### config.mk
export PLATFORM = sky130hd
export DESIGN_NAME = wb_master_arbiter
export DESIGN_NICKNAME = d
export VERILOG_FILES = /design/src/rtl/wb_dbus_pkg.sv /design/src/rtl/wb_master_arbiter.sv
export SDC_FILE = /design/constraint.sdc
export NUM_CORES = 1
export LEC_CHECK = 0
export BUFFER_PORTS_ARGS = -buffer_cell sky130_fd_sc_hd__buf_4
export CORE_AREA = 2 2 130 132
export DETAILED_ROUTE_END_ITERATION = 8
export DIE_AREA = 0 0 132 134
export PLACE_DENSITY = 0.38
export SYNTH_ARGS = -nofsm -noshare
export SYNTH_HDL_FRONTEND = slang
export SYNTH_SLANG_ARGS = --single-unit
### constraint.sdc
create_clock -name wb_clk -period 5.4 [get_ports wb_clk]
set_input_delay 1.08 -clock wb_clk [delete_from_list [all_inputs] [get_ports wb_clk]]
set_output_delay 1.08 -clock wb_clk [all_outputs]
set_load 0.03 [all_outputs]
### src/rtl/wb_dbus_pkg.sv
`default_nettype none

package wb_dbus_pkg;

   localparam int ADR_W   = 32;
   localparam int DAT_W   = 32;
   localparam int MATCH_W = 4;

   // Address map, top MATCH_W bits of the address
   localparam logic [MATCH_W-1:0] SRAM_BASE = 4'h0;
   localparam logic [MATCH_W-1:0] EXT_BASE  = 4'h9;
   localparam logic [MATCH_W-1:0] CTRL_BASE = 4'hF;

   // 1024 words, window aliases every 4 KB
   localparam int SRAM_AW = 10;

   // Control register byte offsets
   localparam logic [3:0] REG_WDOG    = 4'h0;
   localparam logic [3:0] REG_ERRCNT  = 4'h4;
   localparam logic [3:0] REG_LASTERR = 4'h8;

   localparam logic [15:0] WDOG_LIMIT_RST = 16'd64;

   typedef struct packed {
      logic [ADR_W-1:0]   adr;
      logic [DAT_W-1:0]   dat;
      logic [DAT_W/8-1:0] sel;
      logic               we;
      logic               cyc;
      logic               stb;
      logic [2:0]         cti;
      logic [1:0]         bte;
   } wb_req_t;

   typedef struct packed {
      logic [DAT_W-1:0] dat;
      logic             ack;
      logic             err;
      logic             rty;
   } wb_rsp_t;

   // Target of the cycle in progress
   typedef enum logic [2:0] {
      TGT_NONE,
      TGT_SRAM,
      TGT_EXT,
      TGT_CTRL,
      TGT_BAD
   } tgt_t;

endpackage

`default_nettype wire

### src/rtl/wb_master_arbiter.sv
`default_nettype none
`timescale 1ns/1ps

module wb_master_arbiter (
   input  logic                 wb_clk,
   input  logic                 wb_rst,
   input  wb_dbus_pkg::wb_req_t cpu_req_i,
   input  wb_dbus_pkg::wb_req_t dbg_req_i,
   output wb_dbus_pkg::wb_rsp_t cpu_rsp_o,
   output wb_dbus_pkg::wb_rsp_t dbg_rsp_o,
   output wb_dbus_pkg::wb_req_t bus_req_o,
   input  wb_dbus_pkg::wb_rsp_t bus_rsp_i
);

   typedef enum logic [1:0] {
      GNT_IDLE,
      GNT_CPU,
      GNT_DBG
   } gnt_t;

   gnt_t gnt_q;
   gnt_t gnt;

   // Debug wins only when the bus is idle
   always_comb begin
      gnt = gnt_q;
      if (gnt_q == GNT_IDLE) begin
         if (dbg_req_i.cyc) begin
            gnt = GNT_DBG;
         end else if (cpu_req_i.cyc) begin
            gnt = GNT_CPU;
         end
      end
   end

   // Held until the owner drops cyc
   always_ff @(posedge wb_clk) begin
      if (wb_rst) begin
         gnt_q <= GNT_IDLE;
      end else begin
         case (gnt_q)
            GNT_IDLE: gnt_q <= gnt;
            GNT_CPU: begin
               if (!cpu_req_i.cyc) begin
                  gnt_q <= GNT_IDLE;
               end
            end
            GNT_DBG: begin
               if (!dbg_req_i.cyc) begin
                  gnt_q <= GNT_IDLE;
               end
            end
            default: gnt_q <= GNT_IDLE;
         endcase
      end
   end

   always_comb begin
      case (gnt)
         GNT_CPU: bus_req_o = cpu_req_i;
         GNT_DBG: bus_req_o = dbg_req_i;
         default: bus_req_o = '0;
      endcase
   end

   // Read data is shared, handshakes go to the owner only
   always_comb begin
      cpu_rsp_o     = bus_rsp_i;
      dbg_rsp_o     = bus_rsp_i;
      cpu_rsp_o.ack = bus_rsp_i.ack & (gnt == GNT_CPU);
      cpu_rsp_o.err = bus_rsp_i.err & (gnt == GNT_CPU);
      cpu_rsp_o.rty = bus_rsp_i.rty & (gnt == GNT_CPU);
      dbg_rsp_o.ack = bus_rsp_i.ack & (gnt == GNT_DBG);
      dbg_rsp_o.err = bus_rsp_i.err & (gnt == GNT_DBG);
      dbg_rsp_o.rty = bus_rsp_i.rty & (gnt == GNT_DBG);
   end

   // No preemption of a granted cycle
   a_grant_held: assert property (@(posedge wb_clk) disable iff (wb_rst)
      (gnt_q != GNT_IDLE && bus_req_o.cyc) |=> (gnt_q == $past(gnt_q)));

endmodule

`default_nettype wire

==> run summary <==
initial antenna violation count -> 0
HPWL Detailed -> 6260 µm
RSZ-0062 raised after global routing -> false
Worst Skew -> 2.09 ps
syn_nets -> 452
post-synthesis sequential area ratio -> 0.0229
Post-CTS Setup Inserts -> 0
cells after synthesis -> 261
Synth cell types -> 18
WL final -> 8140 µm
hold buffers post-CTS -> 0
# clock sinks -> 2
top flop regs -> gnt_q (2)
pwr/cell area -> 176 mW/mm²
# diodes -> 0
drt drc -> 0
crit path DAT -> 2960 ps
total power -> 573 µW
final setup fails -> 0
Crit path required time -> 4320 ps
Inserted Clock Buffers -> 3
Worst-path clk slew -> 30 ps
Tmin final -> 4040 ps
I/O Buffers -> 238
drt pass-1 iters -> 4
GRT Total Usage -> 0.0809
root buffer cell -> clkbuf_16
Initial Util -> 0.107
CTS resizes -> 0
DP Cell Count -> 629
share of the synthesized area in the top cell type -> 0.283
Startpoint Class -> primary input
max reg flops -> 2
DR vias/cell -> 3.82
Final Cycle Share -> 0.749
CTS tree -> built
class of the worst hold path -> reg -> reg
Area Growth Syn to Fin -> 86.0%
H-tree depth -> 1
row cnt -> 47
status -> finished, final reports clean
Vias -> 2413
CP endpoint kind -> primary output
Mapped Area -> 0.00175 mm²
clk_lat worst skew -> 220 ps
Slew HR -> 0.355
Yosys top cell by area -> buf_4
clk buf depth -> 2
CP max stage delay -> 810 ps
crit path max fanout -> 79
Leakage -> 1.58 nW
Filler Cell Count -> 1838
Wirelength per Cell -> 12.9 µm
largest net degree at the start of global routing -> 80
Synth Area per Inst -> 6.70 µm²
total grt overflow -> 0
cell type of the slowest stage on the worst timing path -> ha_4
Initial DRC Count -> 70
Synth warnings -> 0
Max Slew Vio Count -> 0
CP Class -> in -> out
fin nets -> 605
Cell Chain, Critical Path -> buf_4 > nor2b_1 > nor2_1 > ha_4 > a22oi_1 > nor2_1 > buf_4
die span in x -> 132 µm
IO Count -> 335
setup_tns -> 0 ps
Max Cap Viol -> 0
maximum clock frequency -> 0.247 GHz
Die Span Y -> 134 µm
worst slew pin tran -> 967 ps
fin cells -> 632
share of cells above drive strength 1 -> 0.631
Max VDD drop -> 113 µV
core box area -> 0.0163 mm²
Placer Congestion -> 0.806
die area -> 0.0177 mm²
Reg with most FFs -> gnt_q
Post-DRT Antenna Nets -> 0
final hold violation count -> 0
#FFs+latches synth -> 2
number of global-route vias before repair -> 2380
top post-synthesis cells by area -> buf_4, a22oi_1, nor2_1
first-pass GRT wire length -> 12000 µm
-- where the power goes --
group          total [mW]  switching [mW]  internal [mW]
Clock               0.111          0.0166         0.0942
Sequential         0.0162        0.000513         0.0157
Combinational       0.446           0.252          0.194
-- synth_stat cells (all sizes together) --
library cell  instances
a21oi                 1
clkbuf                2
buf                  88
nor2b                 1
nor2                 77
nand2                 1
a22oi                75
dfxtp                 2
nand2b                3
o21ba                 1
ha                    2
o21bai                1
nor3                  1
and2                  6
-- cell type report --
cell class / count / area [µm²] / share of cell area
Clock buffer: 3 / 75.1 / 0.0231
Timing Repair Buffer: 238 / 1790 / 0.549
Tap cell: 220 / 275 / 0.0846
Multi-Input combinational cell: 169 / 1080 / 0.331
Sequential cell: 2 / 40.0 / 0.0123
-- critical path: cells and delay by family --
| family | cells | cell delay [ps] |
|---|---|---|
| fa+ha+maj | 1 | 810 |
| compound gates | 1 | 270 |
| buf+inv | 2 | 300 |
| simple gates | 3 | 480 |
-- kinds of logic (layout without fill, tap and decap cells) --
family                   Yosys count  in the layout  synth area share
buffers and inverters             90            241             0.376
AND/OR/NAND/NOR                   89             89             0.206
AO/OA/AOI/OAI                     78             78             0.381
adder cells (fa/ha/maj)            2              2            0.0143
flip-flops                         2              2            0.0229
-- cells in the final DEF, fill, tap and decap left out --
cell type	synthesis	routed
nor2b_1	1	1
buf_4	66	238
nand2_1	1	1
clkbuf_16	0	3
o21bai_1	1	1
nor3_1	1	1
dfxtp_1	2	2
o21ba_2	1	1
ha_4	0	2
a22oi_2	16	16
a21oi_1	1	1
and2_1	6	6
nand2b_1	3	3
nor2_1	77	77
a22oi_1	59	59
-- path summary, 6_finish.rpt --
kind | startpoint | end | slack, ps | cells after the start
worst max register to register | gnt_q[1] | gnt_q[0] | 4670 | 2
worst min register to register | gnt_q[0] | gnt_q[0] | 580 | 2
worst min-delay path | gnt_q[0] | gnt_q[0] | 580 | 2
worst max-delay path | dbg_req_i[6] | bus_req_o[66] | 1360 | 7
-- stage by stage --
stage	worst slack, ps	instance area (µm²)	util	hold WS [ps]
after floorplan	1960	1750	-	521
after global placement	1370	3180	0.195	562
after detailed placement	1360	3180	0.195	576
after CTS	1350	3250	0.200	581
after global routing	1190	3250	0.200	645
final	1360	3250	0.200	582
-- per-layer routing --
layer | up-vias | global-route usage | wire length [µm]
met5 | - | 0 | 0
met4 | 0 | 0.0248 | 192
met3 | 21 | 0.0189 | 828
met2 | 174 | 0.161 | 4340
met1 | 1066 | 0.0829 | 2780
li1 | 1152 | - | -
Note: power is estimated with default switching activity, not from simulation.
