<file path="config.mk">
export PLATFORM = sky130hd
export DESIGN_NAME = wb_slave_decoder
export DESIGN_NICKNAME = d
export VERILOG_FILES = /design/src/rtl/wb_dbus_pkg.sv /design/src/rtl/wb_slave_decoder.sv
export SDC_FILE = /design/constraint.sdc
export NUM_CORES = 1
export LEC_CHECK = 0
export BUFFER_PORTS_ARGS = -buffer_cell sky130_fd_sc_hd__buf_2
export CAP_MARGIN = 20
export CORE_AREA = 4 4 184 186
export DETAILED_ROUTE_END_ITERATION = 16
export DIE_AREA = 0 0 188 190
export GPL_TIMING_DRIVEN = 0
export SYNTH_ARGS = -nofsm -noshare
export SYNTH_HDL_FRONTEND = slang
export SYNTH_SLANG_ARGS = --single-unit
</file>
<file path="constraint.sdc">
create_clock -name wb_clk -period 2.5 [get_ports wb_clk]
set_clock_uncertainty 0.15 [all_clocks]
set_input_delay 0.25 -clock wb_clk [delete_from_list [all_inputs] [get_ports wb_clk]]
set_output_delay 0.25 -clock wb_clk [all_outputs]
set_load 0.01 [all_outputs]
</file>
<file path="src/rtl/wb_dbus_pkg.sv">
`default_nettype none

package wb_dbus_pkg;

   localparam int ADR_W   = 32;
   localparam int DAT_W   = 32;
   localparam int MATCH_W = 4;

   // Address map, top MATCH_W bits of the address
   localparam logic [MATCH_W-1:0] SRAM_BASE = 4'h0;
   localparam logic [MATCH_W-1:0] EXT_BASE  = 4'h9;
   localparam logic [MATCH_W-1:0] CTRL_BASE = 4'hF;

   // 1024 words, window aliases every 4 KB
   localparam int SRAM_AW = 10;

   // Control register byte offsets
   localparam logic [3:0] REG_WDOG    = 4'h0;
   localparam logic [3:0] REG_ERRCNT  = 4'h4;
   localparam logic [3:0] REG_LASTERR = 4'h8;

   localparam logic [15:0] WDOG_LIMIT_RST = 16'd64;

   typedef struct packed {
      logic [ADR_W-1:0]   adr;
      logic [DAT_W-1:0]   dat;
      logic [DAT_W/8-1:0] sel;
      logic               we;
      logic               cyc;
      logic               stb;
      logic [2:0]         cti;
      logic [1:0]         bte;
   } wb_req_t;

   typedef struct packed {
      logic [DAT_W-1:0] dat;
      logic             ack;
      logic             err;
      logic             rty;
   } wb_rsp_t;

   // Target of the cycle in progress
   typedef enum logic [2:0] {
      TGT_NONE,
      TGT_SRAM,
      TGT_EXT,
      TGT_CTRL,
      TGT_BAD
   } tgt_t;

endpackage

`default_nettype wire

</file>
<file path="src/rtl/wb_slave_decoder.sv">
`default_nettype none
`timescale 1ns/1ps

module wb_slave_decoder (
   input  logic                             wb_clk,
   input  logic                             wb_rst,
   input  wb_dbus_pkg::wb_req_t             bus_req_i,
   output wb_dbus_pkg::wb_rsp_t             bus_rsp_o,
   output wb_dbus_pkg::wb_req_t             sram_req_o,
   output wb_dbus_pkg::wb_req_t             ctrl_req_o,
   output wb_dbus_pkg::wb_req_t             ext_req_o,
   input  wb_dbus_pkg::wb_rsp_t             sram_rsp_i,
   input  wb_dbus_pkg::wb_rsp_t             ctrl_rsp_i,
   input  wb_dbus_pkg::wb_rsp_t             ext_rsp_i,
   input  logic                             wdog_abort_i,
   output logic                             decode_err_o,
   output logic [wb_dbus_pkg::ADR_W-1:0]    err_adr_o
);

   wb_dbus_pkg::tgt_t                  tgt_q;
   wb_dbus_pkg::tgt_t                  tgt_dec;
   logic [wb_dbus_pkg::MATCH_W-1:0]    match;
   logic [wb_dbus_pkg::ADR_W-1:0]      adr_q;
   logic                               strobe;
   logic                               strobe_d;
   logic                               fwd_q;
   logic                               done;
   logic                               bad_err;

   assign strobe = bus_req_i.cyc & bus_req_i.stb;
   assign match  = bus_req_i.adr[wb_dbus_pkg::ADR_W-1 -: wb_dbus_pkg::MATCH_W];
   assign done   = bus_rsp_o.ack | bus_rsp_o.err;

   always_comb begin
      case (match)
         wb_dbus_pkg::SRAM_BASE: tgt_dec = wb_dbus_pkg::TGT_SRAM;
         wb_dbus_pkg::EXT_BASE:  tgt_dec = wb_dbus_pkg::TGT_EXT;
         wb_dbus_pkg::CTRL_BASE: tgt_dec = wb_dbus_pkg::TGT_CTRL;
         default:                tgt_dec = wb_dbus_pkg::TGT_BAD;
      endcase
   end

   // Target is registered so responses never feed back into the select
   always_ff @(posedge wb_clk) begin
      if (wb_rst) begin
         strobe_d <= 1'b0;
         tgt_q    <= wb_dbus_pkg::TGT_NONE;
         fwd_q    <= 1'b0;
      end else begin
         strobe_d <= strobe;
         if (done || !strobe) begin
            tgt_q <= wb_dbus_pkg::TGT_NONE;
            fwd_q <= 1'b0;
         end else begin
            if (!strobe_d) begin
               tgt_q <= tgt_dec;
            end
            fwd_q <= (tgt_q != wb_dbus_pkg::TGT_NONE);
         end
      end
   end

   always_ff @(posedge wb_clk) begin
      if (strobe && !strobe_d) begin
         adr_q <= bus_req_i.adr;
      end
   end

   // Everything but cyc and stb is broadcast
   always_comb begin
      sram_req_o     = bus_req_i;
      ctrl_req_o     = bus_req_i;
      ext_req_o      = bus_req_i;
      sram_req_o.cyc = bus_req_i.cyc & (tgt_q == wb_dbus_pkg::TGT_SRAM);
      ctrl_req_o.cyc = bus_req_i.cyc & (tgt_q == wb_dbus_pkg::TGT_CTRL);
      ext_req_o.cyc  = bus_req_i.cyc & (tgt_q == wb_dbus_pkg::TGT_EXT);
      sram_req_o.stb = fwd_q & strobe & (tgt_q == wb_dbus_pkg::TGT_SRAM);
      ctrl_req_o.stb = fwd_q & strobe & (tgt_q == wb_dbus_pkg::TGT_CTRL);
      ext_req_o.stb  = fwd_q & strobe & (tgt_q == wb_dbus_pkg::TGT_EXT) & ~wdog_abort_i;
   end

   // Default slave answers unmapped cycles
   assign bad_err = fwd_q & (tgt_q == wb_dbus_pkg::TGT_BAD);

   always_comb begin
      bus_rsp_o = '0;
      case (tgt_q)
         wb_dbus_pkg::TGT_SRAM: bus_rsp_o = sram_rsp_i;
         wb_dbus_pkg::TGT_CTRL: bus_rsp_o = ctrl_rsp_i;
         wb_dbus_pkg::TGT_EXT:  bus_rsp_o = ext_rsp_i;
         wb_dbus_pkg::TGT_BAD:  bus_rsp_o.err = bad_err;
         default:               bus_rsp_o = '0;
      endcase
      bus_rsp_o.rty = 1'b0;
      if (wdog_abort_i && tgt_q != wb_dbus_pkg::TGT_NONE) begin
         bus_rsp_o.ack = 1'b0;
         bus_rsp_o.err = 1'b1;
      end
   end

   assign decode_err_o = bad_err;
   assign err_adr_o    = adr_q;

   a_one_slave: assert property (@(posedge wb_clk) disable iff (wb_rst)
      $onehot0({sram_req_o.stb, ctrl_req_o.stb, ext_req_o.stb}));

endmodule

`default_nettype wire

</file>
==> impl_metrics.toml <==
[cts]
cts_resized = 0
post_cts_buffers = 0
htree_levels = 2
clk_pin_slew_ps = 60
ctsHoldBuffers = 0
cts_buffers = 5
root_buffer = "clkbuf_16"
ctsLongestPathBuffers = 2
insertion_delay_ps = 280
cts_tree = "built"
cts.sinks = 37

[synthesis]
synth.area.mux_share_pct = 10.2
synth_ff_type = "edfxtp_1"
synth-edff-count = 32
ys_warn_count = 0
synth_top_family_by_area = "buffers and inverters"
synth_compound_area_share_pct = 7.68
synth_area_per_cell_sq_um = 9.22
ys_ff_latch = 37
syn_area_sq_um = 3850
yosysSeqAreaShare_pct = 27.6
synthesis.instances = 417
synth_fa_ha_area_share_pct = 0
synth-xor-area-share_pct = 0.228
async_flop_share_pct = 0
synth_nets = 601
ys_types = 30
yosys.area_share.simple_pct = 7.74

[finish]
syn2layout_area_growth_pct = 76.5
fin_area_sq_um = 6790
fin_nets = 1042
num-fill-cells = 3555
antenna-diode-count = 0
drive_gt1_share_pct = 83.0

[die]
die_x_um = 188
die_area_sq_um = 35700
rows = 66
die_h_um = 190
coreArea_sq_um = 32300
ios = 480
initial_core_util_pct = 11.9

[setup_path]
cp-end-kind = "output pin"
cp.arrival_ps = 1940
worstPathMaxFanout = 10
crit_type = "reg -> out"
critPathRequiredTime_ps = 2100
critPathLaunchType = "register"

[sta]
setup_viol = 0
fin_crit_sh_pct = 93.6
tns_ps = 0
grt_setup_unrepaired = "no"
min_period_ps = 2340
hold_viol_final = 0
worst_slack_ps = 160
fmax_mhz = 427
maxSlewViolCount = 0
tightest_slew_ps = 614
relSlewSlack_pct = 59.1

[power_and_ir_drop]
ir_worst_vdd_mv = 0.181
power.density_nw_per_um2 = 349
p_leak_nw = 3.68

[routing]
num_vias = 4160
drtPass1Iterations = 4
drt_iter0_drc = 118
drtAntennaViolNets = 0
drc = 0
drt-total-wl_um = 15500
post_drt_via_cell_ratio = 3.20
wl_per_cell_um = 11.9

[placement]
placed_area_sq_um = 6590
dp_slack_ps = 423
hpwlAfterDp_um = 13700
port_buffers = 433
gp_routability_congestion = 0.843

[grt]
grt_use_total_pct = 7.60
overflow = 0
grt_pass1_wl_um = 22000
grt_max_degree = 33
antenna_found_initial = 0
grt_pass1_vias = 4145

[min_path]
hold_path_class = "in -> reg"

[status]
status = "finished clean"

[flow_run]
maxCapViolations = 0
per-stage QoR:
step / power (mW) / utilization (%) / std cells / hold slack, ps
5_1_grt: 2.50 / 21.0 / 1301 / 28.4
3_3_place_gp: 1.54 / 20.3 / 1292 / 311
3_5_place_dp: 1.55 / 20.4 / 1293 / 322
2_1_floorplan: 1.18 / - / 417 / 199
6_report: 2.37 / 21.0 / 1301 / 30.1
4_1_cts: 2.42 / 21.0 / 1301 / 21.3
cells by family after synthesis:
logic type	Yosys count
AND/OR/NAND/NOR	61
flip-flops	37
buffers and inverters	243
AO/OA/AOI/OAI	39
XOR/XNOR	1
other	1
multiplexers	35
synth_stat cells, types with 2 or more instances:
| cell type | instances | area (sq um) |
|---|---|---|
| a21oi_1 | 4 | 20.0 |
| a22oi_1 | 32 | 240 |
| buf_2 | 4 | 20.0 |
| buf_4 | 224 | 1680 |
| buf_6 | 4 | 45.0 |
| clkbuf_1 | 7 | 26.3 |
| dfxtp_1 | 5 | 100 |
| edfxtp_1 | 32 | 961 |
| inv_1 | 4 | 15.0 |
| mux2_2 | 33 | 372 |
| mux2i_1 | 2 | 20.0 |
| nand2_1 | 3 | 11.3 |
| nand3_1 | 2 | 10.0 |
| nor2_1 | 39 | 146 |
| nor3_1 | 7 | 35.0 |
worst max-delay path: stages, from the launching register on:
cell and delay (ps):
dfxtp_1 320, buf_6 120, inv_1 90, nor2_1 340
buf_2 310, a22oi_1 120, nor2_1 190, buf_2 170
cell usage in the layout (no fill, tap or decap), types with 2 or more instances in the layout:
master and instances:
dfxtp_1 5, edfxtp_1 32, bufinv_16 2, buf_2 437
clkbuf_1 7, nand2_1 3, inv_1 4, a21oi_1 4
nor3_1 7, nor2_1 38, clkbuf_16 5, buf_4 224
nand3_1 2, buf_6 4, a22oi_1 32, mux2i_1 2
mux2_2 33
cell type report:
| cell class | instances | area (sq um) | area share, % |
|---|---|---|---|
| well taps | 442 | 553 | 8.15 |
| inverters | 4 | 15.0 | 0.221 |
| clock buffers | 5 | 125 | 1.84 |
| clock inverters | 3 | 68.8 | 1.01 |
| repair buffers | 434 | 2190 | 32.2 |
| flip-flops and latches | 37 | 1060 | 15.6 |
| multi-input cells | 137 | 1000 | 14.8 |
| plain buffers | 239 | 1770 | 26.1 |
path summary, 6_finish.rpt:
path	from	endpoint	slack [ps]	depth (start not counted)
max reg2reg	tgt_q[2]	tgt_q[2]	850	4
min	wb_rst	strobe_d	30	2
min reg2reg	strobe_d	tgt_q[0]	460	2
max	tgt_q[1]	bus_rsp_o[17]	160	7
power by group:
group | internal (mW) | leakage (nW) | switching [mW]
clock network | 0.576 | 0.0944 | 0.268
registers | 0.699 | 0.339 | 0.00700
logic | 0.473 | 3.25 | 0.346
total | 1.75 | 3.68 | 0.621
per-layer routing:
metal	vias up	global-route usage, %	share of wire, %
li1	2049	-	-
met5	-	0	0
met3	14	2.22	9.0
met4	0	2.17	2.0
met1	1828	7.96	36
met2	269	14.7	53
sequential cells by signal (all words and copies together) (netlist names):
name	count
err_adr_o	32
tgt_q	3
fwd_q	1
strobe_d	1
(Power assumes the default switching activity.)
