`config.mk`:
```
export PLATFORM = sky130hd
export DESIGN_NAME = wb_bus_ctrl_regs
export DESIGN_NICKNAME = d
export VERILOG_FILES = /design/src/rtl/wb_dbus_pkg.sv /design/src/rtl/wb_bus_ctrl_regs.sv
export SDC_FILE = /design/constraint.sdc
export NUM_CORES = 1
export LEC_CHECK = 0
export BUFFER_PORTS_ARGS = -buffer_cell sky130_fd_sc_hd__buf_4
export CORE_UTILIZATION = 51
export DETAILED_ROUTE_END_ITERATION = 7
export GPL_ROUTABILITY_DRIVEN = 1
export PLACE_DENSITY = 0.86
export SLEW_MARGIN = 20
export SYNTH_ARGS = -nofsm -noshare
export SYNTH_HDL_FRONTEND = slang
export SYNTH_SLANG_ARGS = --single-unit
```
`constraint.sdc`:
```
create_clock -name wb_clk -period 3.5 [get_ports wb_clk]
set_input_delay 0.175 -clock wb_clk [delete_from_list [all_inputs] [get_ports wb_clk]]
set_output_delay 0.175 -clock wb_clk [all_outputs]
set_load 0.01 [all_outputs]
```
`src/rtl/wb_dbus_pkg.sv`:
```
`default_nettype none

package wb_dbus_pkg;

   localparam int ADR_W   = 32;
   localparam int DAT_W   = 32;
   localparam int MATCH_W = 4;

   // Address map, top MATCH_W bits of the address
   localparam logic [MATCH_W-1:0] SRAM_BASE = 4'h0;
   localparam logic [MATCH_W-1:0] EXT_BASE  = 4'h9;
   localparam logic [MATCH_W-1:0] CTRL_BASE = 4'hF;

   // 1024 words, window aliases every 4 KB
   localparam int SRAM_AW = 10;

   // Control register byte offsets
   localparam logic [3:0] REG_WDOG    = 4'h0;
   localparam logic [3:0] REG_ERRCNT  = 4'h4;
   localparam logic [3:0] REG_LASTERR = 4'h8;

   localparam logic [15:0] WDOG_LIMIT_RST = 16'd64;

   typedef struct packed {
      logic [ADR_W-1:0]   adr;
      logic [DAT_W-1:0]   dat;
      logic [DAT_W/8-1:0] sel;
      logic               we;
      logic               cyc;
      logic               stb;
      logic [2:0]         cti;
      logic [1:0]         bte;
   } wb_req_t;

   typedef struct packed {
      logic [DAT_W-1:0] dat;
      logic             ack;
      logic             err;
      logic             rty;
   } wb_rsp_t;

   // Target of the cycle in progress
   typedef enum logic [2:0] {
      TGT_NONE,
      TGT_SRAM,
      TGT_EXT,
      TGT_CTRL,
      TGT_BAD
   } tgt_t;

endpackage

`default_nettype wire

```
`src/rtl/wb_bus_ctrl_regs.sv`:
```
`default_nettype none
`timescale 1ns/1ps

module wb_bus_ctrl_regs (
   input  logic                             wb_clk,
   input  logic                             wb_rst,
   input  wb_dbus_pkg::wb_req_t             req_i,
   output wb_dbus_pkg::wb_rsp_t             rsp_o,
   input  logic                             decode_err_i,
   input  logic                             wdog_abort_i,
   input  logic [wb_dbus_pkg::ADR_W-1:0]    err_adr_i,
   output logic                             wdog_en_o,
   output logic [15:0]                      wdog_limit_o
);

   logic                            wdog_en_q;
   logic [15:0]                     limit_q;
   logic [15:0]                     errcnt_q;
   logic [wb_dbus_pkg::ADR_W-1:0]   lasterr_q;
   logic [wb_dbus_pkg::DAT_W-1:0]   rdat_q;
   logic                            ack_q;
   logic                            access;
   logic                            wr;
   logic                            err_event;
   logic [3:0]                      offset;

   // New strobe only, ack cycle does not count
   assign access    = req_i.cyc & req_i.stb & ~ack_q;
   assign wr        = access & req_i.we;
   assign offset    = {req_i.adr[3:2], 2'b00};
   assign err_event = decode_err_i | wdog_abort_i;

   always_ff @(posedge wb_clk) begin
      if (wb_rst) begin
         ack_q     <= 1'b0;
         wdog_en_q <= 1'b1;
         limit_q   <= wb_dbus_pkg::WDOG_LIMIT_RST;
         errcnt_q  <= '0;
         lasterr_q <= '0;
      end else begin
         ack_q <= access;
         if (wr && offset == wb_dbus_pkg::REG_WDOG) begin
            if (req_i.sel[3]) begin
               wdog_en_q <= req_i.dat[31];
            end
            if (req_i.sel[1]) begin
               limit_q[15:8] <= req_i.dat[15:8];
            end
            if (req_i.sel[0]) begin
               limit_q[7:0] <= req_i.dat[7:0];
            end
         end
         // Any write clears, otherwise saturating count
         if (wr && offset == wb_dbus_pkg::REG_ERRCNT) begin
            errcnt_q <= '0;
         end else if (err_event && errcnt_q != 16'hFFFF) begin
            errcnt_q <= errcnt_q + 16'd1;
         end
         if (err_event) begin
            lasterr_q <= err_adr_i;
         end
      end
   end

   always_ff @(posedge wb_clk) begin
      if (access) begin
         case (offset)
            wb_dbus_pkg::REG_WDOG:    rdat_q <= {wdog_en_q, 15'd0, limit_q};
            wb_dbus_pkg::REG_ERRCNT:  rdat_q <= {16'd0, errcnt_q};
            wb_dbus_pkg::REG_LASTERR: rdat_q <= lasterr_q;
            default:                  rdat_q <= '0;
         endcase
      end
   end

   assign rsp_o.dat    = rdat_q;
   assign rsp_o.ack    = ack_q;
   assign rsp_o.err    = 1'b0;
   assign rsp_o.rty    = 1'b0;
   assign wdog_en_o    = wdog_en_q;
   assign wdog_limit_o = limit_q;

endmodule

`default_nettype wire

```
==> impl_metrics.csv, run 1 <==
group,metric,value,unit
status,status,"completed",
setup_path,worstSetupPathDepth,4,
setup_path,crit_family,"simple AND/OR/NAND/NOR gates",
routing,wl_met2,4853,um
setup_path,cp_slowest_cell,"and3b_2",
logic_synthesis,yosysUniqueCellTypes,49,
clock_network,cts_root_buf,"clkbuf_8",
cells_and_area,drive_gt1_frac,0.2795,
setup_path,worstPathCellList,"and3b_2, nand3_2, mux2i_1, nor2_1",
clock_network,clk_pin_slew,0.09,ns
routing,drtIter0Drc,176,
grt,grt_pass1_vias,3205,
routing,via_per_inst,5.534,
pwr,p_total,0.002229,W
setup_path,path_class,"flip-flop to flip-flop",
setup_path,crit_buf_inv,0,
floorplan,dieArea,8337,um2
pwr,leakagePower,2.263,nW
cells_and_area,num-nets-final,616,
logic_synthesis,synth.ff_latch_count,98,
setup_path,worst-r2r-cell-count,4,
clock_network,post-cts-setup-buffers,0,
routing,wl_met1,4015,um
setup_path,timing.rr.start,"ack_q",
floorplan,pin_count,164,
grt,grt_start_max_net_pins,53,
routing,detailroute.wirelength.met3,539,um
floorplan,fp.dieH,91.31,um
timing,slew_headroom,0.3974,
hold_path,hp-start,"req_i[43]",
logic_synthesis,yosys.area.top_type,"dfxtp_1",
grt,overflow,0,
placed_design,hpwl,6615,um
setup_path,max_stage_delay,0.84,ns
setup_path,crit_start,"ack_q",
clock_network,h-tree-depth,3,
logic_synthesis,synth_area,4068,um2
clock_network,clk_path_buf_depth,2,
grt,antenna_found_initial,0,
setup_path,cp-end-kind,"flip-flop",
clock_network,cts_tree,"built",
logic_synthesis,yosysWarnings,0,
timing,tns,0,ns
floorplan,rows,32,
timing,holdWs,0.03461,ns
timing,max_freq,455.0,MHz
logic_synthesis,synth.area.top_cells,"dfxtp_1 32%, edfxtp_1 24%, mux2i_1 8.1%",
routing,routedWlPerCell,15.89,um
clock_network,clk_latency,0.36,ns
logic_synthesis,synth_top_area_frac,0.3248,
timing,setup_viol,0,
logic_synthesis,yosys.cell_count.top_type,"nand2_1",
setup_path,arrival,2.42,ns
routing,wl,9693,um
setup_path,startpoint_type,"flip-flop",
floorplan,initial_utilization,0.5264,
logic_synthesis,synth_ff_type,"dfxtp_1",
logic_synthesis,synthCells,405,
timing,rsz0062_at_grt,"no",
routing,vias,3376,
pwr,irDropWorstVdd,0.2373,mV
routing,drc,0,
grt,grt_util_all_layers,0.2374,
timing,hold_violations,0,
setup_path,required,3.73,ns
setup_path,cp_max_fo,38,
timing,drv_slew,0,
hold_path,holdCritPathClass,"input pin to flip-flop",
clock_network,numCtsBuffers,9,
floorplan,die_w,91.31,um
routing,dr.max_layer_used,"met4",
logic_synthesis,synth.avg_cell_area,10.04,um2
run,cap_violations,0,
clock_network,ctsResizeCount,0,
logic_synthesis,synth.cells.most_frequent,"87 x nand2_1, 66 x dfxtp_1, 37 x a21oi_1",
setup_path,rrSetupSlack,1.30,ns
timing,worst_slew_pin_slew,0.9039,ns
timing,period_minus_slack,2.198,ns
pwr,power.density,433.8,nW/um2
setup_path,r2r-end,"wdog_limit_o[2]",
cells_and_area,diodes,0,
logic_synthesis,async_reset_ff_frac,0,
setup_path,critPathCapture,"wdog_limit_o[2]",
grt,grt_pass1_wl,15280,um
placed_design,place.gp.congestion,0.8981,
timing,fin_crit_sh,0.6279,
logic_synthesis,yosysSeqAreaShare,0.5611,
clock_network,ctsHoldBuffers,0,
logic_synthesis,synth_edf_count,32,
cells_and_area,area_growth,26.30,%
routing,antenna_left,0,
clock_network,clock_sinks,98,
placed_design,io_buffer_count,110,
floorplan,core,7727,um2
timing,fin_skew,0.01243,ns
routing,dr.pass1.iters,5,
registers in the layout, summed over array words and instances, names as in the netlist:
signal / flops
lasterr_q: 32
rdat_q: 32
errcnt_q: 16
wdog_limit_o: 16
ack_q: 1
wdog_en_o: 1
worst min path at each step:
stage,to,depth (start not counted)
finish,wdog_en_o,3
global route,wdog_limit_o[9],3
CTS,wdog_en_o,3
detailed placement,wdog_en_o,3
global placement,wdog_en_o,3
floorplan,wdog_en_o,2
tightest hold or removal path: cells and delay by family:
kind                   cells  cell delay, ns
buffers and inverters      1            0.08
multiplexers               1            0.05
AND/OR/NAND/NOR            1            0.06
cell families (layout without fill, tap and decap cells):
kind of cell,after synthesis,in the layout,synth area share
other,1,2,0.0009219
muxes,33,33,0.08121
AOI/OAI and AO/OA,76,76,0.1147
buffers and inverters,27,129,0.03322
xor gates and xnor gates,4,4,0.008614
and+or+nand+nor,165,165,0.1972
adders and majority gates,1,1,0.003075
DFF,98,98,0.5611
where the power goes:
part	internal, W	leakage, nW	switching [W]	total [W]
combinational	0.0000938	1.29	0.000102	0.000196
clock	0.000407	0.106	0.000391	0.000798
sequential	0.00121	0.863	0.0000206	0.00123
total	0.00172	2.26	0.000514	0.00223
cells in the final DEF (no fill, tap or decap), types with 3 or more instances in the layout:
cell	netlist	final
nor2b_1	3	3
o41ai_1	3	3
o21ai_0	18	18
and2_1	17	17
nor2_1	23	22
nand2_1	87	87
mux2i_1	33	33
dfxtp_1	66	66
xnor2_1	3	3
a21oi_1	37	37
nor3_1	7	7
a31oi_1	3	3
clkbuf_8	0	9
edfxtp_1	32	32
buf_4	4	112
nand3_1	6	6
or4_1	4	4
metal layers:
metal | vias up | track usage
li1 | 1622 | -
met1 | 1596 | 0.2833
met2 | 132 | 0.4078
met3 | 26 | 0.03936
met4 | 0 | 0.1296
met5 | - | 0
stage by stage:
stage | utilization | area [um2] | setup WS, ns | instances
finish | 0.6648 | 5137 | 1.302 | 610
global route | 0.6648 | 5137 | 1.137 | 610
CTS | 0.6648 | 5137 | 1.279 | 610
detailed placement | 0.6357 | 4912 | 1.277 | 594
global placement | 0.6357 | 4912 | 1.333 | 594
floorplan | - | 4071 | 1.922 | 406
final cells by class:
type	instances	area (um2)
multi-input cells	281	1658
repair buffers	112	840.8
well taps	102	127.6
clock buffers	9	123.9
clock inverters	7	101.3
inverters	1	3.754
fillers	597	2590
flip-flops and latches	98	2282
(Power assumes the default switching activity.)
==> run 2, diff against run 1 <==
CORE_UTILIZATION = 48   (was 51)
PLACE_DENSITY = 0.81   (was 0.86)
clock period = 2.1 ns   (was 3.5 ns; I/O delays follow)
==> impl_metrics.csv, run 2 (synthesized netlist as in run 1, its figures left out) <==
group,metric,value,unit
pwr,irDropWorstVdd,0.5312,mV
setup_path,rrSetupSlack,0.21,ns
pwr,power.density,702.1,nW/um2
timing,max_freq,530.5,MHz
status,status,"completed",
clock_network,cts_root_buf,"clkbuf_8",
timing,rsz0062_at_grt,"no",
routing,via_per_inst,5.391,
clock_network,numCtsBuffers,9,
setup_path,arrival,2.17,ns
hold_path,holdCritPathClass,"input pin to flip-flop",
floorplan,pin_count,164,
timing,period_minus_slack,1.885,ns
clock_network,clk_latency,0.36,ns
cells_and_area,reg_top3,"lasterr_q (32), rdat_q (32)",
floorplan,dieArea,8846,um2
clock_network,clk_path_buf_depth,2,
cells_and_area,final_common_cell,"buf_4",
routing,dr.pass1.iters,4,
clock_network,cts_tree,"built",
clock_network,h-tree-depth,3,
setup_path,cp_max_fo,8,
cells_and_area,diodes,0,
floorplan,fp.dieH,94.06,um
floorplan,core,8217,um2
timing,drv_slew,0,
setup_path,crit_buf_inv,0,
setup_path,cp_slowest_cell,"or4_1",
setup_path,path_class,"flip-flop to flip-flop",
cells_and_area,mostFrequentLayoutCells,"115 x buf_4, 87 x nand2_1, 66 x dfxtp_1",
placed_design,placed_cell_area,4938,um2
setup_path,worst-r2r-cell-count,4,
setup_path,startpoint_type,"flip-flop",
clock_network,clk_pin_slew,0.10,ns
cells_and_area,drive_gt1_frac,0.2628,
timing,holdWs,0.006784,ns
setup_path,worstSetupPathDepth,4,
timing,setup_viol,0,
placed_design,hpwl,6968,um
floorplan,die_w,94.06,um
cells_and_area,fin_area,5552,um2
pwr,leakagePower,2.443,nW
routing,drc,0,
routing,routedWlPerCell,16.41,um
floorplan,initial_utilization,0.4951,
setup_path,required,2.38,ns
routing,wl,10720,um
cells_and_area,num-nets-final,656,
routing,antenna_left,0,
timing,hold_violations,0,
setup_path,crit_start,"errcnt_q[1]",
cells_and_area,nFillCells,608,
grt,overflow,0,
run,cap_violations,0,
routing,drtIter0Drc,155,
grt,grt_util_all_layers,0.2470,
timing,fin_crit_sh,0.8976,
timing,slew_headroom,0.3996,
setup_path,critPathCapture,"errcnt_q[14]",
placed_design,place.gp.congestion,0.8817,
clock_network,ctsResizeCount,0,
floorplan,rows,33,
grt,antenna_found_initial,0,
timing,worst_slew_pin_slew,0.8988,ns
setup_path,cp-end-kind,"flip-flop",
routing,vias,3520,
setup_path,timing.rr.start,"errcnt_q[1]",
setup_path,crit_family,"simple AND/OR/NAND/NOR gates",
grt,grt_pass1_vias,3424,
placed_design,place_ws,0.2789,ns
setup_path,worstPathCellList,"ha_1, o2111ai_1, or4_1, a21oi_1",
setup_path,r2r-end,"errcnt_q[14]",
timing,fin_skew,0.01422,ns
timing,tns,0,ns
placed_design,io_buffer_count,110,
grt,grt_start_max_net_pins,53,
cells_and_area,area_growth,36.48,%
setup_path,max_stage_delay,0.62,ns
timing,setup_ws,0.2150,ns
grt,grt_pass1_wl,16390,um
clock_network,clock_sinks,98,
-- run 2: worst min-delay path by stage --
| stage | to | depth (start not counted) | start | slack, ns |
|---|---|---|---|---|
| after floorplan | wdog_en_o | 2 | req_i[43] | 0.23 |
| after global placement | wdog_en_o | 3 | req_i[43] | 0.32 |
| after detailed placement | wdog_en_o | 3 | req_i[43] | 0.35 |
| after CTS | lasterr_q[14] | 3 | err_adr_i[14] | 0.0004 |
| after global routing | lasterr_q[3] | 3 | err_adr_i[3] | 0.004 |
| final | lasterr_q[27] | 3 | err_adr_i[27] | 0.007 |
-- run 2: layout make-up --
| class | count | area (um2) | share of cell area |
|---|---|---|---|
| clock buffer | 10 | 127.6 | 0.02299 |
| clock inverter | 6 | 115.1 | 0.02073 |
| sequential | 98 | 2282 | 0.4111 |
| multi-input combinational | 281 | 1658 | 0.2986 |
| tap | 105 | 131.4 | 0.02366 |
| timing repair buffer | 152 | 1234 | 0.2222 |
| inverter | 1 | 3.754 | 0.0006761 |
-- run 2: worst min-delay path: cells and delay by family --
family | cells | cell delay [ns]
simple gates | 1 | 0.05
compound gates | 1 | 0.06
buf+inv | 1 | 0.11
-- run 2: through the flow --
step | instances | power (W) | util
after floorplan | 406 | 0.002265 | -
after global placement | 600 | 0.002421 | 0.6010
after detailed placement | 600 | 0.002434 | 0.6010
after CTS | 653 | 0.003912 | 0.6757
after global routing | 653 | 0.004033 | 0.6757
final | 653 | 0.003898 | 0.6757
-- run 2: repair_timing --
item,CTS,global route
setup endpoints to repair,0,0
hold buffers,37,0
endpoints found under the hold margin,37,0
setup buffers,0,0
-- run 2: routing by layer --
layer	GRT usage	wire, um	vias to the layer above
li1	-	-	1698
met5	0	0	-
met4	0.1154	303	0
met1	0.2899	4460	1655
met2	0.4343	5377	140
met3	0.04531	576	27
-- run 2: power breakdown --
group / switching (W) / internal, W
Clock: 0.000647 / 0.000796
Sequential: 0.0000363 / 0.00202
Combinational: 0.000190 / 0.000205
Total: 0.000873 / 0.00302
