--- src/rtl/wb_dbus_pkg.sv ---
`default_nettype none

package wb_dbus_pkg;

   localparam int ADR_W   = 32;
   localparam int DAT_W   = 32;
   localparam int MATCH_W = 4;

   // Address map, top MATCH_W bits of the address
   localparam logic [MATCH_W-1:0] SRAM_BASE = 4'h0;
   localparam logic [MATCH_W-1:0] EXT_BASE  = 4'h9;
   localparam logic [MATCH_W-1:0] CTRL_BASE = 4'hF;

   // 1024 words, window aliases every 4 KB
   localparam int SRAM_AW = 10;

   // Control register byte offsets
   localparam logic [3:0] REG_WDOG    = 4'h0;
   localparam logic [3:0] REG_ERRCNT  = 4'h4;
   localparam logic [3:0] REG_LASTERR = 4'h8;

   localparam logic [15:0] WDOG_LIMIT_RST = 16'd64;

   typedef struct packed {
      logic [ADR_W-1:0]   adr;
      logic [DAT_W-1:0]   dat;
      logic [DAT_W/8-1:0] sel;
      logic               we;
      logic               cyc;
      logic               stb;
      logic [2:0]         cti;
      logic [1:0]         bte;
   } wb_req_t;

   typedef struct packed {
      logic [DAT_W-1:0] dat;
      logic             ack;
      logic             err;
      logic             rty;
   } wb_rsp_t;

   // Target of the cycle in progress
   typedef enum logic [2:0] {
      TGT_NONE,
      TGT_SRAM,
      TGT_EXT,
      TGT_CTRL,
      TGT_BAD
   } tgt_t;

endpackage

`default_nettype wire

--- src/rtl/wb_bus_watchdog.sv ---
`default_nettype none
`timescale 1ns/1ps

module wb_bus_watchdog (
   input  logic                 wb_clk,
   input  logic                 wb_rst,
   input  wb_dbus_pkg::wb_req_t bus_req_i,
   input  wb_dbus_pkg::wb_rsp_t bus_rsp_i,
   input  logic                 wdog_en_i,
   input  logic [15:0]          wdog_limit_i,
   output logic                 wdog_abort_o
);

   logic        strobe;
   logic        strobe_d;
   logic        done;
   logic [15:0] cnt;
   logic        abort_q;

   assign strobe = bus_req_i.cyc & bus_req_i.stb;
   assign done   = bus_rsp_i.ack | bus_rsp_i.err;

   // Zero means no access being timed
   always_ff @(posedge wb_clk) begin
      if (wb_rst) begin
         strobe_d <= 1'b0;
         cnt      <= '0;
         abort_q  <= 1'b0;
      end else begin
         strobe_d <= strobe;
         abort_q  <= 1'b0;
         if (done || abort_q) begin
            cnt <= '0;
         end else if (strobe && !strobe_d) begin
            cnt <= 16'd1;
         end else if (cnt != 16'd0) begin
            cnt <= cnt + 16'd1;
            // Limit reached and still no answer
            if (wdog_en_i && cnt == wdog_limit_i) begin
               abort_q <= 1'b1;
            end
         end
      end
   end

   assign wdog_abort_o = abort_q;

   a_no_abort_disabled: assert property (@(posedge wb_clk) disable iff (wb_rst)
      !wdog_en_i |=> !wdog_abort_o);

endmodule

`default_nettype wire

--- config.mk ---
export PLATFORM = sky130hd
export DESIGN_NAME = wb_bus_watchdog
export DESIGN_NICKNAME = d
export VERILOG_FILES = /design/src/rtl/wb_dbus_pkg.sv /design/src/rtl/wb_bus_watchdog.sv
export SDC_FILE = /design/constraint.sdc
export NUM_CORES = 1
export LEC_CHECK = 0
export ABC_AREA = 1
export BUFFER_PORTS_ARGS = -buffer_cell sky130_fd_sc_hd__buf_4
export CAP_MARGIN = 20
export CORE_MARGIN = 8
export CORE_UTILIZATION = 34
export CTS_CLUSTER_SIZE = 12
export DETAILED_ROUTE_END_ITERATION = 12
export GPL_TIMING_DRIVEN = 0
export PLACE_DENSITY_LB_ADDON = 0.25
export SLEW_MARGIN = 10
export SYNTH_ARGS = -nofsm -noshare
export SYNTH_HDL_FRONTEND = slang
export SYNTH_SLANG_ARGS = --single-unit
--- constraint.sdc ---
create_clock -name wb_clk -period 1.55 [get_ports wb_clk]
set_input_delay 0.465 -clock wb_clk [delete_from_list [all_inputs] [get_ports wb_clk]]
set_output_delay 0.465 -clock wb_clk [all_outputs]
set_load 0.01 [all_outputs]
==> results.md, run 1 <==
* Status: completed
* Io pins at about 130
* Tot Pwr at 0.000854 W
* Largest net degree at the start of global routing at 11
* Pre-CTS setup slack at -5.05 ps
* CP Capture Type: flip-flop
* Root buffer cell: clkbuf_4
* RSZ-0062 raised after global routing: false
* Setup CP Type: reg -> reg
* CTS Buf Count at 3
* Post-detailed-route count of antenna-violating nets at 0
* Hold Path Class: in -> reg
* Syn_area_per_cell at approximately 6 um^2
* Synthesized area at 1160 um^2
* Via count at between 1000 and 1500
* First-pass GRT wire length at 4690 um
* Area Overhead vs Synth at 23.1%
* Pre-antenna DRT Iters at 4
* Post-layout utilization of the core at a little over two fifths
* Power Dens Cells at about 600 nW/um^2
* Sequential share of the synthesized area at 31.1%
* Vias in the first global route at ~1100
* # clock sinks at 18
* Initial Utilization at a little over a third
* Crit-path cells: ha_1 -> nand2_1 -> nor2_1 -> nand2_1 -> nor2_2 -> nand2_1 -> nor2_1 -> nor2_1
* CTS tree: done
* Leak at 0.606 nW
* Post-route clock period utilization at 91.8%
* Synth Area in Adders at ~2.2%
* Global placement routability congestion at roughly 0.81
* Synth warn at 0
* Clk pin slew, worst setup/hold paths at between 100 and 150 ps
* WP data arrival at 1630 ps
* Max Root-Sink Buffers at 2
* Vias/cell at roughly 4.6
* Worst Tran Pin Value at roughly 280 ps
* # setup viols final at 0
* Hold Violations, Final at 0
* Die W at ~74 um
* Grt ovf at 0
* FF+latch count, synth at 18
* Final worst slack at between 100 and 150 ps
* Total Wirelength at roughly 2900 um
* Main combinational cell family by area after synthesis: simple AND/OR/NAND/NOR gates
* PortBufs at 23
* CP max stage delay at roughly 390 ps
* Synth Area in XOR/XNOR at between 3 and 4%
* DP Wirelength at roughly 2400 um
* DRC errors left at 0
* Setup TNS at 0 ps
* Setup Skew at between 5 and 6 ps
* Fmax at between 700 and 800 MHz
* Core ar. at around 3300 um^2
* Initial drt markers at 38
* Die area at between 5000 and 6000 um^2
* Post-Synthesis Cells at 188
* ANT cells at 0
* Worst setup SP type: flip-flop
* Minimum clock period at roughly 1400 ps
* Mux cell area share after synthesis at 0%
* Rel. slew slack at between 80 and 90%
* Maximum fanout along the worst path at 4
* Setup slack, reg-to-reg at 130 ps
* GRT Util Overall at between 10 and 15%
* Crit-path slowest cell: dfxtp_1
* Row Count at 21
* Final Max Slew Viols at 0
* Syn nets at between 300 and 400
* CTS H-tree lvls at 1
* WL/cell at about 11 um
* MaxCap Viol Count at 0
* Antenna violations before repair at 0
* Non-Filler Instances at between 200 and 300
* Synth Area in Compound Gates at 13.2%
* Worst-Skew Late Latency at 300 ps
* Net count reported at finish at 348
* Share of layout cells above drive strength 1 at 18.1%
* Hold-fix buffers, CTS at 0
* Worst-case vdd ir drop at around 0.25 mV
* Worst Path Required at between 1500 and 2000 ps
* DIE HEIGHT at roughly 74 um
* DP Cell Count at ~260
* Synth Area in Simple Gates at roughly two fifths
* Synth unique cells at 24
-- cells by family (layout without fill, tap and decap cells) --
kind of cell,count (synthesis),after routing
buffers and inverters,28,55
AO/OA/AOI/OAI,29,29
XOR/XNOR,4,4
adder cells (fa/ha/maj),2,2
AND/OR/NAND/NOR,107,107
flip-flops,18,18
-- routing by layer --
metal	wire length (um)	global-route usage (%)	part of all wire (%)	vias to the layer above
met5	0	0	0	-
met3	222	3.37	7.6	6
li1	-	-	-	648
met2	1240	17.1	42	23
met4	59	4.13	2.0	0
met1	1420	13.5	48	527
-- cell usage in the layout, fill, tap and decap left out --
| cell type | synthesis | final |
|---|---|---|
| clkbuf_8 | 0 | 1 |
| clkbuf_4 | 0 | 3 |
| nand4_2 | 1 | 1 |
| nand4_1 | 3 | 3 |
| ha_1 | 2 | 2 |
| nor2_4 | 2 | 2 |
| a21oi_1 | 12 | 12 |
| dfxtp_1 | 18 | 17 |
| o211ai_1 | 1 | 1 |
| xnor2_1 | 3 | 3 |
| nand2_1 | 47 | 47 |
| o22ai_1 | 2 | 2 |
| inv_1 | 24 | 24 |
| nor2_1 | 38 | 38 |
| nor3_4 | 1 | 1 |
| nor3_1 | 3 | 3 |
| o21bai_1 | 1 | 1 |
| nand3b_1 | 1 | 1 |
| nand3_1 | 8 | 8 |
| inv_2 | 2 | 2 |
| nand2_2 | 2 | 2 |
| buf_4 | 0 | 23 |
| o21ai_0 | 13 | 13 |
| nor2_2 | 1 | 1 |
| dfxtp_2 | 0 | 1 |
| buf_6 | 1 | 1 |
| xor2_1 | 1 | 1 |
| buf_2 | 1 | 1 |
-- worst max-delay path: cells and delay by family (launching register included) --
family	cells	cell delay, ps
and+or+nand+nor	7	770
DFF	1	390
adders and majority gates	1	190
-- what timing repair did --
item / in CTS / in global routing
setup buffers: 0 / 0
endpoints found under the setup margin: 0 / 1
resized for setup: 0 / 1
-- worst paths after layout --
kind            from        to  depth (start not counted)
max reg2reg   cnt[1]   cnt[12]                          8
max           cnt[1]   cnt[12]                          8
min           wb_rst  strobe_d                          2
min reg2reg  cnt[14]   cnt[14]                          2
-- registers in the layout (all words and copies together) (netlist names) --
register      count
wdog_abort_o      1
strobe_d          1
cnt              16
-- metrics by stage --
step                      cell area (um^2)  hold WS, ps
after global placement                1390          523
after detailed placement              1390          532
after CTS                             1420          307
final                                 1430          310
after floorplan                       1160          491
after global routing                  1430          312
-- synth_stat cells --
cell      instances  area, um^2
nand3_1           8        40.0
o21ai_0          13        65.1
o211ai_1          1        7.51
nand2_1          47         176
a21oi_1          12        60.1
o22ai_1           2        12.5
inv_2             2        7.51
xnor2_1           3        26.3
nand2_2           2        12.5
nand4_2           1        12.5
nor2_2            1        6.26
o21bai_1          1        7.51
ha_1              2        25.0
nor3_4            1        16.3
xor2_1            1        8.76
nand3b_1          1        7.51
buf_2             1        5.00
nand4_1           3        18.8
dfxtp_1          18         360
inv_1            24        90.1
buf_6             1        11.3
nor3_1            3        15.0
nor2_1           38         143
nor2_4            2        22.5
-- where the power goes --
group / internal (W) / switching, W
logic: 0.0000529 / 0.0000388
clock network: 0.000143 / 0.000154
registers: 0.000464 / 0.00000104
-- layout make-up --
| class | instances | area (um^2) |
|---|---|---|
| multi-input cells | 142 | 683 |
| flip-flops and latches | 18 | 362 |
| repair buffers | 23 | 173 |
| plain buffers | 2 | 16.3 |
| clock buffers | 4 | 36.3 |
| well taps | 46 | 57.6 |
| fillers | 391 | 1890 |
| inverters | 26 | 97.6 |
Power figures use the tool's default switching activity.
==> run 2, diff against run 1 <==
- BUFFER_PORTS_ARGS: -buffer_cell sky130_fd_sc_hd__buf_4 -> -buffer_cell sky130_fd_sc_hd__buf_2
- CELL_PAD_IN_SITES_DETAIL_PLACEMENT: unset -> 1
- CELL_PAD_IN_SITES_GLOBAL_PLACEMENT: unset -> 1
- CORE_UTILIZATION: 34 -> 20
==> results.md, run 2 (synthesis gave the netlist of run 1 again) <==
* Worst-Skew Late Latency at 260 ps (-40 ps)
* Initial Utilization at 20.9% (-14 points)
* Final Max Slew Viols at 0 (unchanged)
* Reg area at 363 um^2 (+0.35%)
* ANT cells at 0 (unchanged)
* Commonest non-fill, non-tap cells in the layout: nand2_1, nor2_1, inv_1, buf_2, dfxtp_1
* Power Dens Cells at 667 nW/um^2 (+11%)
* Worst reg2reg path endpoint: cnt[12]
* Row Count at 27 (+29%)
* Most common cell after layout, fill and taps aside: nand2_1
* Post-detailed-route count of antenna-violating nets at 0 (unchanged)
* Area Overhead vs Synth at 23.4%
* Fill count at 727 (+86%)
* CTS tree: done
* Most flop-heavy register: cnt
* Final worst slack at 183 ps (+56.0 ps)
* Hold-fix buffers, CTS at 0 (unchanged)
* Post-route clock period utilization at 88.2% (-3.6 points)
* PortBufs at 23 (unchanged)
* CTS Buf Count at 3 (unchanged)
* Crit-path cells: ha_1 -> nand2_1 -> nor2_2 -> nand2_1 -> nor2_4 -> nand2_1 -> nor2_1 -> nor2_1
* Die area at 8480 um^2 (+53%)
* Worst Path Required at 1720 ps (-30 ps)
* Setup slack, reg-to-reg at 180 ps (+60 ps)
* Initial drt markers at 33 (-13%)
* Global placement routability congestion at 0.738 (-8.7%)
* Total Wirelength at 3550 um (+21%)
* Via count at 1237 (+2.7%)
* GRT Util Overall at 8.76% (-2.1 points)
* Switching Fraction at 23.6% (+0.95 points)
* Worst-case vdd ir drop at 0.413 mV (+63%)
* Largest net degree at the start of global routing at 11 (unchanged)
* Share of layout cells above drive strength 1 at 19.1% (+0.93 points)
* Logic pwr share at 8.4% (-2.3 points)
* Post-CTS Setup Inserts at 0 (unchanged)
* Worst setup SP type: flip-flop
* First-pass GRT wire length at 6090 um (+30%)
* Core ar. at 5540 um^2 (+67%)
* Grt ovf at 0 (unchanged)
* Worst path bufs/invs at 0 (unchanged)
* Reg-to-Reg Start: cnt[0]
* Max FFs per register at 16 (unchanged)
* Sw Pwr at 0.000225 W (+16%)
* Area of the multi-input gates at 691 um^2 (+1.1%)
* Hold path depth at 2 (unchanged)
* Hold Violations, Final at 0 (unchanged)
* Critical Path Sink: cnt[12]
* Root buffer cell: clkbuf_8
* Antenna violations before repair at 0 (unchanged)
* Top cell by count, worst path: nand2_1
* Vias in the first global route at 1280 (+17%)
* Vias/cell at 4.31 (-6.6%)
* WP data arrival at 1530 ps (-100 ps)
* Hold Path Class: in -> reg
* # clock sinks at 18 (unchanged)
* Clk pin slew, worst setup/hold paths at 80 ps (-30 ps)
* Rel. slew slack at 80.4% (-0.72 points)
* Die W at 92.1 um (+24%)
* Crit-path slowest cell: dfxtp_2
* Pre-CTS setup slack at -94.5 ps (-89.4 ps)
* Fmax at 732 MHz (+4.1%)
* Setup TNS at 0 ps (unchanged)
* PostCTS Resize Cnt at 0 (unchanged)
* Status: completed
* Net count reported at finish at 348 (unchanged)
* Reg power frac at 48.8% (-5.7 points)
* DP Wirelength at 2900 um (+22%)
* Worst Tran Pin Value at 292 ps (+9.44 ps)
* Maximum fanout along the worst path at 4 (unchanged)
* Setup CP Type: reg -> reg
* CP delay by family, top: simple AND/OR/NAND/NOR gates
* R2R depth at 8 (unchanged)
* CP Capture Type: flip-flop
* Internal Power at 0.000728 W (+10%)
* Leak at 0.596 nW (-1.7%)
* Clock share of power at 42.8% (+8.0 points)
* Max Root-Sink Buffers at 2 (unchanged)
* Minimum clock period at 1370 ps (-56.0 ps)
* DRC errors left at 0 (unchanged)
* DIE HEIGHT at 92.1 um (+24%)
* Critical path depth in cells at 8 (unchanged)
* Io pins at 131 (unchanged)
* Crit. Startpoint: cnt[0]
* # setup viols final at 0 (unchanged)
* Pre-antenna DRT Iters at 4 (unchanged)
* CTS H-tree lvls at 1 (unchanged)
* Setup Skew at 4.71 ps (-0.961 ps)
* CP max stage delay at 370 ps (-20 ps)
* WL/cell at 12.4 um (+10%)
* MaxCap Viol Count at 0 (unchanged)
run 2: cell count changes in the layout (fill, tap and decap cells not counted), moves of 3 or more:
| cell | previous run | this run |
|---|---|---|
| clkbuf_8 | 1 | 4 |
| clkbuf_4 | 3 | 0 |
| buf_2 | 1 | 24 |
| buf_4 | 23 | 0 |
run 2: area by class of cell:
cell class	count	share of cell area, %
tap	72	6.31
buffer	2	1.14
inverter	26	6.84
sequential	18	25.4
multi-input combinational	142	48.4
clock buffer	4	3.86
timing repair buffer	23	8.06
run 2: worst min path at each step:
stage,slack [ps],to,startpoint
2_1_floorplan,490,cnt[14],cnt[14]
3_3_place_gp,530,cnt[14],cnt[14]
3_5_place_dp,540,cnt[15],cnt[15]
4_1_cts,360,strobe_d,wb_rst
5_1_grt,360,strobe_d,wb_rst
6_report,360,strobe_d,wb_rst
run 2: routing by layer:
metal / up-vias / part of all wire (%) / GRT usage [%]
met3: 4 / 6.3 / 3.18
met2: 28 / 40 / 13.5
met1: 559 / 53 / 11.3
li1: 646 / - / -
met4: 0 / 0.93 / 2.28
met5: - / 0 / 0
run 2: metrics by stage:
stage               instances  instance area, um^2  total power, W  utilization [%]  hold WS [ps]
floorplan                 188                 1160        0.000513                -           491
global placement          283                 1360        0.000556             24.6           529
detailed placement        283                 1360        0.000556             24.6           540
CTS                       287                 1420        0.000974             25.6           361
global route              287                 1430         0.00100             25.8           359
finish                    287                 1430        0.000953             25.8           365
run 2: power by group through the flow:
stage          registers (W)  clock network [W]  logic [W]
3_3_place_gp        0.000476                  0  0.0000802
3_5_place_dp        0.000476                  0  0.0000805
2_1_floorplan       0.000475                  0  0.0000379
5_1_grt             0.000465           0.000446  0.0000924
4_1_cts             0.000465           0.000428  0.0000813
6_report            0.000465           0.000408  0.0000800
==> run 3, diff against run 2 <==
- CORE_MARGIN: 8 -> 1
- PLACE_DENSITY: unset -> 0.89
- PLACE_DENSITY_LB_ADDON: 0.25 -> unset
==> results.md, run 3 (synthesis gave the netlist of run 1 again) <==
* Initial Utilization at 20.9% (unchanged)
* Rel. slew slack at 79.4% (-0.91 points)
* Post-detailed-route count of antenna-violating nets at 0 (unchanged)
* Worst Tran Pin Value at 308 ps (+15.2 ps)
* Row Count at 27 (unchanged)
* Non-Filler Instances at 287 (unchanged)
* Initial drt markers at 65 (+97%)
* # setup viols final at 0 (unchanged)
* Final Max Slew Viols at 0 (unchanged)
* Area Overhead vs Synth at 23.5% (about the same)
* Crit-path slowest cell: dfxtp_1
* WL/cell at 11.8 um (-4.7%)
* Share of layout cells above drive strength 1 at 19.1% (unchanged)
* Minimum clock period at 1470 ps (+100 ps)
* Worst-case vdd ir drop at 0.209 mV (-49%)
* Core ar. at 5540 um^2 (unchanged)
* CP max stage delay at 390 ps (+20 ps)
* ANT cells at 0 (unchanged)
* WP data arrival at 1600 ps (+70 ps)
* Hold Path Class: in -> reg
* Fill count at 744 (+2.3%)
* Max Root-Sink Buffers at 2 (unchanged)
* Clk pin slew, worst setup/hold paths at 80 ps (about the same)
* DRC errors left at 0 (unchanged)
* Maximum fanout along the worst path at 5 (+1)
* CTS H-tree lvls at 1 (unchanged)
* First-pass GRT wire length at 5670 um (-6.8%)
* CP delay by family, top: simple AND/OR/NAND/NOR gates
* GRT Util Overall at 11.9% (+3.1 points)
* DP Cell Count at 283 (unchanged)
* Hold-fix buffers, CTS at 0 (unchanged)
* WHS at 378 ps (+13.2 ps)
* Dpl cell area at 1360 um^2 (unchanged)
* Final worst slack at 83.1 ps (-100 ps)
* Max FFs per register at 16 (unchanged)
* Setup Skew at 5.11 ps (+0.399 ps)
* Status: completed
* DP Wirelength at 2780 um (-4.1%)
* Worst setup SP type: flip-flop
* CP Capture Type: flip-flop
* Worst-Skew Late Latency at 260 ps (about the same)
* Leak at 0.595 nW (about the same)
* Crit-path cells: nand3_1 -> nor2_1 -> nand2_1 -> o21ai_0 -> a21oi_1
* CTS Buf Count at 3 (unchanged)
* Worst Path Required at 1680 ps (-40 ps)
* Most flop-heavy register: cnt
* Antenna violations before repair at 0 (unchanged)
* Vias/cell at 4.60 (+6.6%)
* Net count reported at finish at 348 (unchanged)
* Largest net degree at the start of global routing at 11 (unchanged)
* Worst path bufs/invs at 0 (unchanged)
* Post-CTS Setup Inserts at 0 (unchanged)
* Via count at 1319 (+6.6%)
* Most common cell after layout, fill and taps aside: nand2_1
* Pre-CTS setup slack at -61.9 ps (+32.6 ps)
* Root buffer cell: clkbuf_8
* Vias in the first global route at 1355 (+5.9%)
* Power Dens Cells at 659 nW/um^2 (-1.2%)
* # clock sinks at 18 (unchanged)
* Hold Violations, Final at 0 (unchanged)
* MaxCap Viol Count at 0 (unchanged)
* Fmax at 682 MHz (-6.8%)
* Commonest non-fill, non-tap cells in the layout: nand2_1, nor2_1, inv_1, buf_2, dfxtp_1
* DIE HEIGHT at 78.1 um (-15%)
* Io pins at 131 (unchanged)
* Grt ovf at 0 (unchanged)
* Pre-antenna DRT Iters at 4 (unchanged)
* Total Wirelength at 3380 um (-4.7%)
* Global placement routability congestion at 0.767 (+4.0%)
* Post-route cell area at 1430 um^2 (about the same)
* RSZ-0062 raised after global routing: true
* Setup CP Type: reg -> reg
* CTS tree: done
* Die W at 78.1 um (-15%)
* Die area at 6090 um^2 (-28%)
* Post-route clock period utilization at 94.6% (+6.5 points)
* PortBufs at 23 (unchanged)
==> run 3: cell type report <==
cell class	instances	area, um^2	area share [%]
multi-input cells	142	693	48.5
flip-flops and latches	18	362	25.3
repair buffers	23	115	8.06
inverters	26	97.6	6.83
well taps	72	90.1	6.30
clock buffers	4	55.1	3.85
plain buffers	2	16.3	1.14
==> run 3: metal layers <==
metal  vias to the layer above  part of all wire (%)  track usage (%)
li1                        651                     -                -
met2                        36                    51             22.5
met3                         8                   5.8             3.02
met1                       624                    41             12.3
met4                         0                   2.1             4.63
met5                         -                     0                0
==> run 3: where the power goes <==
part           switching (W)  leakage [nW]  internal (W)  total [W]
Clock               0.000171        0.0288      0.000226   0.000397
Sequential        0.00000111         0.146      0.000464   0.000465
Combinational      0.0000422         0.421     0.0000377  0.0000799
==> run 3: metrics by stage <==
step | power [W] | utilization [%] | TNS [ps]
2_1_floorplan | 0.000513 | - | 0
3_3_place_gp | 0.000553 | 24.6 | -1.12
3_5_place_dp | 0.000556 | 24.6 | -145
4_1_cts | 0.000949 | 25.6 | 0
5_1_grt | 0.000978 | 25.8 | -24.0
6_report | 0.000942 | 25.8 | 0
==> run 3: worst reg2reg max path, cell delays in order, from the launching register on <==
cell and delay, ps:
dfxtp_1 390, nand3_1 240, nor2_1 210, nand2_1 150
o21ai_0 240, a21oi_1 110
==> run 3: final timing paths <==
path | startpoint | to | cells past startpoint | slack (ps)
setup / recovery | cnt[1] | cnt[9] | 5 | 80
hold / removal | wb_rst | strobe_d | 2 | 380
setup reg to reg | cnt[1] | cnt[9] | 5 | 80
hold reg to reg | cnt[15] | cnt[15] | 2 | 540
==> run 3: timing repair <==
item,in CTS,in global routing
endpoints found under the hold margin,0,0
resized for setup,0,4
endpoints found under the setup margin,0,5
